==> config.mk <==
export PLATFORM = sky130hd
export DESIGN_NAME = conv_para_scale_fp16
export DESIGN_NICKNAME = d
export VERILOG_FILES = /design/src/verilog/conv_para_pkg.sv /design/src/verilog/activation_unit.sv /design/src/verilog/conv_kernel_ctrl.sv /design/src/verilog/conv_para_scale_fp16.sv /design/src/verilog/fp16_add.sv /design/src/verilog/fp16_mac_lane.sv /design/src/verilog/fp16_mul.sv
export VERILOG_INCLUDE_DIRS = /design/src /design/src/verilog
export SDC_FILE = /design/constraint.sdc
export NUM_CORES = 2
export LEC_CHECK = 0
export BUFFER_PORTS_ARGS = -buffer_cell sky130_fd_sc_hd__buf_2
export CORE_MARGIN = 2
export CORE_UTILIZATION = 50
export CTS_BUF_LIST = sky130_fd_sc_hd__clkbuf_4 sky130_fd_sc_hd__clkbuf_8
export DETAILED_ROUTE_END_ITERATION = 8
export PLACE_DENSITY = 0.66
export SLEW_MARGIN = 20
export SYNTH_ARGS = -nofsm -noshare
export SYNTH_HDL_FRONTEND = slang
export SYNTH_HIERARCHICAL = 1
export SYNTH_SLANG_ARGS = --single-unit
export TNS_END_PERCENT = 20
==> constraint.sdc <==
create_clock -name clk -period 15.1 [get_ports clk]
set_input_delay 2.265 -clock clk [delete_from_list [all_inputs] [get_ports clk]]
set_output_delay 2.265 -clock clk [all_outputs]
set_load 0.01 [all_outputs]
==> src/verilog/conv_para_macros.svh <==
`ifndef CONV_PARA_MACROS_SVH
`define CONV_PARA_MACROS_SVH

// lane grid dimensions
`define PARA_X 3
`define PARA_Y 3
`define LANES (`PARA_X * `PARA_Y)

// one half-precision word per lane
`define DATA_WIDTH 16

// window length field, 1 to 31 beats
`define KERNEL_SIZE_WIDTH 5

// largest finite fp16 magnitude, sign excluded
`define FP16_MAX_MAG 15'h7bff

// upper bound of the clamp activation (6.0)
`define ACT_CLAMP_MAX 16'h4600

`endif

==> src/verilog/conv_para_pkg.sv <==
`default_nettype none

`include "conv_para_macros.svh"

package conv_para_pkg;

	// sign, 5-bit exponent, 10-bit fraction
	typedef logic [`DATA_WIDTH-1:0] fp16_t;

	// beats in one window
	typedef logic [`KERNEL_SIZE_WIDTH-1:0] kernel_size_t;

	typedef enum logic [1:0] {
		ACT_NONE  = 2'd0,
		ACT_RELU  = 2'd1,
		ACT_LEAKY = 2'd2,
		ACT_CLAMP = 2'd3
	} act_sel_t;

	// window controller
	typedef enum logic {
		IDLE  = 1'b0,
		ACCUM = 1'b1
	} ctrl_state_t;

	// lane 0 sits in the low bits
	typedef struct packed {
		fp16_t [`LANES-1:0] lane;
	} lane_grid_t;

endpackage

`default_nettype wire

==> src/verilog/activation_unit.sv <==
`default_nettype none

`include "conv_para_macros.svh"

module activation_unit
	import conv_para_pkg::*;
(
	input  logic       clk,
	input  logic       rst_n,
	input  logic       grid_valid,
	input  act_sel_t   act,
	input  lane_grid_t grid,
	output logic       result_valid,
	output lane_grid_t result
);

	lane_grid_t act_grid;

	function automatic fp16_t apply_act(input fp16_t v, input act_sel_t sel);
		fp16_t r;
		r = v;
		case (sel)
			ACT_RELU: begin
				if (v[15]) r = 16'h0000;
			end
			ACT_LEAKY: begin
				// divide by 8 through the exponent, flush once it runs out
				if (v[15]) begin
					if (v[14:10] > 5'd3) r = {1'b1, v[14:10] - 5'd3, v[9:0]};
					else r = 16'h0000;
				end
			end
			ACT_CLAMP: begin
				if (v[15]) r = 16'h0000;
				else if (v[14:0] > `ACT_CLAMP_MAX) r = `ACT_CLAMP_MAX;
			end
			default: r = v;
		endcase
		return r;
	endfunction

	always_comb begin
		for (int i = 0; i < `LANES; i++) begin
			act_grid.lane[i] = apply_act(grid.lane[i], act);
		end
	end

	// stage 3 output register
	always_ff @(posedge clk) begin
		if (grid_valid) begin
			result <= act_grid;
		end
	end

	always_ff @(posedge clk) begin
		if (!rst_n) begin
			result_valid <= 1'b0;
		end else begin
			result_valid <= grid_valid;
		end
	end

endmodule

`default_nettype wire

==> src/verilog/conv_kernel_ctrl.sv <==
`default_nettype none

module conv_kernel_ctrl
	import conv_para_pkg::*;
(
	input  logic         clk,
	input  logic         rst_n,
	input  logic         in_valid,
	input  kernel_size_t kernel_size,
	output logic         beat_first,
	output logic         beat_last
);

	ctrl_state_t  state;
	kernel_size_t beat_cnt;
	kernel_size_t ks_q;
	kernel_size_t ks_eff;

	// zero length behaves as a single beat
	assign ks_eff = (kernel_size == '0) ? kernel_size_t'(1) : kernel_size;

	assign beat_first = in_valid && (state == IDLE);

	always_comb begin
		if (state == IDLE) begin
			beat_last = in_valid && (ks_eff == kernel_size_t'(1));
		end else begin
			beat_last = in_valid && (beat_cnt + 1'b1 == ks_q);
		end
	end

	// ks_q only read in ACCUM, loaded on every first beat
	always_ff @(posedge clk) begin
		if (beat_first) begin
			ks_q <= ks_eff;
		end
	end

	always_ff @(posedge clk) begin
		if (!rst_n) begin
			state    <= IDLE;
			beat_cnt <= '0;
		end else if (in_valid) begin
			if (beat_last) begin
				state    <= IDLE;
				beat_cnt <= '0;
			end else if (beat_first) begin
				state    <= ACCUM;
				beat_cnt <= kernel_size_t'(1);
			end else begin
				beat_cnt <= beat_cnt + 1'b1;
			end
		end
	end

endmodule

`default_nettype wire

==> src/verilog/conv_para_scale_fp16.sv <==
`default_nettype none

`include "conv_para_macros.svh"

module conv_para_scale_fp16
	import conv_para_pkg::*;
(
	input  logic         clk,
	input  logic         rst_n,
	input  logic         in_valid,
	input  lane_grid_t   input_data,
	input  fp16_t        weight,
	input  kernel_size_t kernel_size,
	input  act_sel_t     activation,
	output logic         result_valid,
	output lane_grid_t   result_buffer
);

	logic               beat_first;
	logic               beat_last;
	logic [`LANES-1:0]  lane_done;
	logic               grid_valid;
	lane_grid_t         acc_grid;
	act_sel_t           act_d1;
	act_sel_t           act_d2;

	conv_kernel_ctrl u_ctrl (
		.clk        (clk),
		.rst_n      (rst_n),
		.in_valid   (in_valid),
		.kernel_size(kernel_size),
		.beat_first (beat_first),
		.beat_last  (beat_last)
	);

	// all lanes share the weight and the beat flags
	for (genvar i = 0; i < `LANES; i++) begin : g_lane
		fp16_mac_lane u_lane (
			.clk       (clk),
			.rst_n     (rst_n),
			.beat_valid(in_valid),
			.beat_first(beat_first),
			.beat_last (beat_last),
			.x         (input_data.lane[i]),
			.w         (weight),
			.acc       (acc_grid.lane[i]),
			.acc_done  (lane_done[i])
		);
	end

	// lanes run in lockstep, lane 0 speaks for the grid
	assign grid_valid = lane_done[0];

	// select lines up with the grid two edges after the last beat
	always_ff @(posedge clk) begin
		act_d1 <= activation;
		act_d2 <= act_d1;
	end

	activation_unit u_act (
		.clk         (clk),
		.rst_n       (rst_n),
		.grid_valid  (grid_valid),
		.act         (act_d2),
		.grid        (acc_grid),
		.result_valid(result_valid),
		.result      (result_buffer)
	);

endmodule

`default_nettype wire

==> src/verilog/fp16_add.sv <==
`default_nettype none

`include "conv_para_macros.svh"

module fp16_add
	import conv_para_pkg::*;
(
	input  fp16_t a,
	input  fp16_t b,
	output fp16_t s
);

	logic [14:0]       mag_a;
	logic [14:0]       mag_b;
	logic              swap;
	fp16_t             big;
	fp16_t             lesser;
	logic [10:0]       m_big;
	logic [10:0]       m_small;
	logic [10:0]       m_shift;
	logic [4:0]        e_diff;
	logic [11:0]       sum;
	logic [3:0]        lead;
	logic [11:0]       norm;
	logic signed [6:0] exp_res;

	// exponent zero counts as zero whatever the fraction holds
	assign mag_a = (a[14:10] == 5'd0) ? 15'd0 : a[14:0];
	assign mag_b = (b[14:10] == 5'd0) ? 15'd0 : b[14:0];

	// larger magnitude first
	assign swap   = mag_b > mag_a;
	assign big    = swap ? b : a;
	assign lesser = swap ? a : b;

	assign m_big   = (big[14:10] == 5'd0) ? 11'd0 : {1'b1, big[9:0]};
	assign m_small = (lesser[14:10] == 5'd0) ? 11'd0 : {1'b1, lesser[9:0]};

	// alignment, no guard bits kept
	assign e_diff  = big[14:10] - lesser[14:10];
	assign m_shift = m_small >> e_diff;

	always_comb begin
		if (big[15] == lesser[15]) begin
			sum = {1'b0, m_big} + {1'b0, m_shift};
		end else begin
			sum = {1'b0, m_big} - {1'b0, m_shift};
		end
	end

	// position of the leading one
	always_comb begin
		lead = 4'd0;
		for (int i = 0; i < 12; i++) begin
			if (sum[i]) begin
				lead = i[3:0];
			end
		end
	end

	// carry out shifts right by one, cancellation shifts left
	always_comb begin
		if (lead == 4'd11) begin
			norm = sum >> 1;
		end else begin
			norm = sum << (4'd10 - lead);
		end
		exp_res = $signed({2'b00, big[14:10]}) + $signed({3'b000, lead}) - 7'sd10;
	end

	always_comb begin
		if (sum == 12'd0) begin
			// exact cancellation or two zeros
			s = 16'h0000;
		end else if (exp_res <= 7'sd0) begin
			s = 16'h0000;
		end else if (exp_res >= 7'sd31) begin
			s = {big[15], `FP16_MAX_MAG};
		end else begin
			s = {big[15], exp_res[4:0], norm[9:0]};
		end
	end

endmodule

`default_nettype wire

==> src/verilog/fp16_mac_lane.sv <==
`default_nettype none

module fp16_mac_lane
	import conv_para_pkg::*;
(
	input  logic  clk,
	input  logic  rst_n,
	input  logic  beat_valid,
	input  logic  beat_first,
	input  logic  beat_last,
	input  fp16_t x,
	input  fp16_t w,
	output fp16_t acc,
	output logic  acc_done
);

	fp16_t prod;
	fp16_t prod_q;
	fp16_t sum;
	logic  valid_q;
	logic  first_q;
	logic  last_q;

	fp16_mul u_mul (
		.a(x),
		.b(w),
		.p(prod)
	);

	fp16_add u_add (
		.a(acc),
		.b(prod_q),
		.s(sum)
	);

	// stage 1 product register
	always_ff @(posedge clk) begin
		prod_q <= prod;
	end

	// flags follow the product
	always_ff @(posedge clk) begin
		if (!rst_n) begin
			valid_q <= 1'b0;
			first_q <= 1'b0;
			last_q  <= 1'b0;
		end else begin
			valid_q <= beat_valid;
			first_q <= beat_valid & beat_first;
			last_q  <= beat_valid & beat_last;
		end
	end

	// stage 2, a first beat starts a fresh sum
	always_ff @(posedge clk) begin
		if (valid_q) begin
			acc <= first_q ? prod_q : sum;
		end
	end

	always_ff @(posedge clk) begin
		if (!rst_n) begin
			acc_done <= 1'b0;
		end else begin
			acc_done <= valid_q & last_q;
		end
	end

endmodule

`default_nettype wire

==> src/verilog/fp16_mul.sv <==
`default_nettype none

`include "conv_para_macros.svh"

module fp16_mul
	import conv_para_pkg::*;
(
	input  fp16_t a,
	input  fp16_t b,
	output fp16_t p
);

	logic              sign;
	logic [4:0]        ea;
	logic [4:0]        eb;
	logic [10:0]       ma;
	logic [10:0]       mb;
	logic [21:0]       prod;
	logic [9:0]        frac;
	logic signed [7:0] exp_res;

	assign sign = a[15] ^ b[15];
	assign ea   = a[14:10];
	assign eb   = b[14:10];

	// hidden one restored
	assign ma   = {1'b1, a[9:0]};
	assign mb   = {1'b1, b[9:0]};
	assign prod = ma * mb;

	// product of two 1.x values lies in [1, 4), so at most one place of shift
	always_comb begin
		if (prod[21]) begin
			frac    = prod[20:11];
			exp_res = $signed({3'b000, ea}) + $signed({3'b000, eb}) - 8'sd14;
		end else begin
			frac    = prod[19:10];
			exp_res = $signed({3'b000, ea}) + $signed({3'b000, eb}) - 8'sd15;
		end
	end

	always_comb begin
		if (ea == 5'd0 || eb == 5'd0) begin
			p = 16'h0000;
		end else if (exp_res <= 8'sd0) begin
			// flush to +0
			p = 16'h0000;
		end else if (exp_res >= 8'sd31) begin
			p = {sign, `FP16_MAX_MAG};
		end else begin
			p = {sign, exp_res[4:0], frac};
		end
	end

endmodule

`default_nettype wire
==> metrics.md <==
| Metric | Value |
|---|---|
| Status | `completed` |
| Synth warn | `6` |
| Number of global-route vias before repair | `just over 80000` |
| Nets@finish | `12900` |
| CP max stage cell | `ha_1` |
| # clock sinks | `roughly 470` |
| Top Layer Used | `met5` |
| # hold bufs at CTS | `0` |
| Min Clock Period, post-route | `between 10 and 15 ns` |
| First-pass GRT wire length | `459000 um` |
| Critical Path End Type | `flop` |
| Antenna violations before repair | `54` |
| Min-Delay Path Class | `flop to flop` |
| Count of antenna-violating nets left after detailed routing | `0` |
| Port bufs | `roughly 310` |
| Layout cells sized above 1 | `11.0%` |
| Met2 wire len | `approximately 140000 um` |
| TNS Setup | `0 ns` |
| Via count | `83400` |
| CP Data Arrival Time | `roughly 14 ns` |
| Gpl congestion | `0.986` |
| Htree depth | `3` |
| Critical path required time | `approximately 16 ns` |
| Syn nets | `roughly 13000` |
| Top Ports | `between 300 and 400` |
| Slowest stage delay, CP | `about 0.74 ns` |
| CTS Buffer Depth | `3` |
| Avg Cell Area, Syn | `just over 8 sq um` |
| Max Fclk | `roughly 75 MHz` |
| CTS Buf Count | `87` |
| Worst Max-Slew Pin Slew | `about 1.2 ns` |
| CORE AREA | `about 180000 sq um` |
| Crit Path Category | `flop to flop` |
| Clock transition at path regs | `roughly 0.07 ns` |
| Slew HR | `a little over 20%` |
| Cell count after synthesis | `11200` |
| # rows | `about 160` |
| Via density | `a little over 6` |
| Die area | `~190000 sq um` |
| Initial DRC count | `7180` |
| TritonCTS clock tree | `yes` |
| Max FO, Critical Path | `21` |
| Setup Skew | `0.0608 ns` |
| Period utilization | `just under 90%` |
| Placed Area | `~95000 sq um` |
| Drt drc | `0` |
| Crit path launch type | `flop` |
| Final setup fails | `0` |
| Post-cts repair resize count | `0` |
| Total Routing Usage GR | `a little under a third` |
| Pins Over Slew Limit | `0` |
| Starting density of the core | `between 50% and 60%` |
| Design Area, Final | `roughly 100000 sq um` |
| First-pass DRT Iterations | `8` |
| Met3 Wirelength | `about 20000 um` |
| Final hold violations | `0` |
| Estimated wirelength of the detail-placed design | `229000 um` |
| Area grow syn2layout | `5.23%` |
| # Max-Cap Violations | `0` |
| Post-Route WL | `between 200000 and 300000 um` |
| Largest net degree at the start of global routing | `65` |
| Synth Cell Area | `between 90000 and 100000 sq um` |
| Grt ovf | `0` |
| Die height | `about 430 um` |
| Hold slack | `roughly 0.33 ns` |
| Postcts setup bufs | `0` |
| Latest clock arrival within the worst-skew pair | `approximately 0.86 ns` |
| Wire per inst | `roughly 21 um` |
| Wl on met1 | `125000 um` |
| Chip width | `434 um` |
| RSZ-0062 raised after global routing | `no` |
| Root Buffer | `clkbuf_8` |
[flip-flops by register name, summed over array words and instances (netlist names)]
| register | flops |
|---|---|
| act_d1 | 2 |
| act_d2 | 2 |
| g_lane.u_lane/acc | 144 |
| g_lane.u_lane/acc_done | 1 |
| g_lane.u_lane/first_q | 9 |
| g_lane.u_lane/last_q | 1 |
| g_lane.u_lane/prod_q | 144 |
| g_lane.u_lane/valid_q | 9 |
| u_act/result | 144 |
| u_act/result_valid | 1 |
| u_ctrl/beat_cnt | 5 |
| u_ctrl/ks_q | 5 |
| u_ctrl/state | 1 |
[cell usage in the layout, fill, tap and decap left out, types with 70 or more instances in the layout]
master,n
a211oi_1,100
a21o_1,110
a21oi_1,727
a31oi_1,118
and2_1,504
and3_1,77
buf_2,304
buf_4,87
clkbuf_8,94
dfxtp_1,172
edfxtp_1,293
fa_1,738
ha_1,901
inv_1,1327
mux2_2,115
mux2_4,91
mux2i_1,221
nand2_1,1357
nand2b_1,82
nand3_1,160
nor2_1,708
nor2b_1,98
nor3_1,218
nor4_1,80
o211ai_1,108
o21a_1,70
o21ai_0,348
o21bai_1,74
or3_1,70
or4_1,82
xnor2_1,253
xor2_1,141
[final cells by class]
cell class | instances | area (sq um)
fillers | 17400 | 86100
multi-input cells | 8851 | 72700
flip-flops and latches | 468 | 12300
inverters | 1330 | 4990
well taps | 2464 | 3080
repair buffers | 391 | 2170
clock buffers | 116 | 1460
clock inverters | 48 | 594
diodes | 37 | 92.6
[critical path, delay by kind of cell (launching register included)]
family / cells / cell delay [ns]
flops: 1 / 0.43
mux: 2 / 0.70
fa+ha+maj: 7 / 2.81
xor+xnor: 1 / 0.31
compound gates: 15 / 3.30
simple gates: 12 / 4.08
buf+inv: 7 / 1.35
[final timing paths]
path / start / to / slack [ns] / depth (start not counted)
setup / recovery: g_lane[1].u_lane/prod_q[12] / g_lane[1].u_lane/acc[10] / 1.77 / 44
setup reg to reg: g_lane[1].u_lane/prod_q[12] / g_lane[1].u_lane/acc[10] / 1.77 / 44
hold / removal: act_d1[0] / act_d2[0] / 0.33 / 0
hold reg to reg: act_d1[0] / act_d2[0] / 0.33 / 0
[metrics by stage]
step,cells,setup slack (ns),utilization [%]
floorplan,11200,3.13,-
global placement,13500,2.05,51.9
detailed placement,13500,2.04,51.9
CTS,13700,2.01,53.0
global route,13700,0.982,53.1
finish,13700,1.77,53.1
[routing by layer]
metal	vias to the layer above	global-route usage, %
li1	38900	-
met1	40800	40.0
met2	3109	49.8
met3	595	3.96
met4	16	14.5
met5	-	0
Power is left out: the tool's default activity adds up to more than one toggle a clock period on the data nets, which glitch-free logic cannot reach.
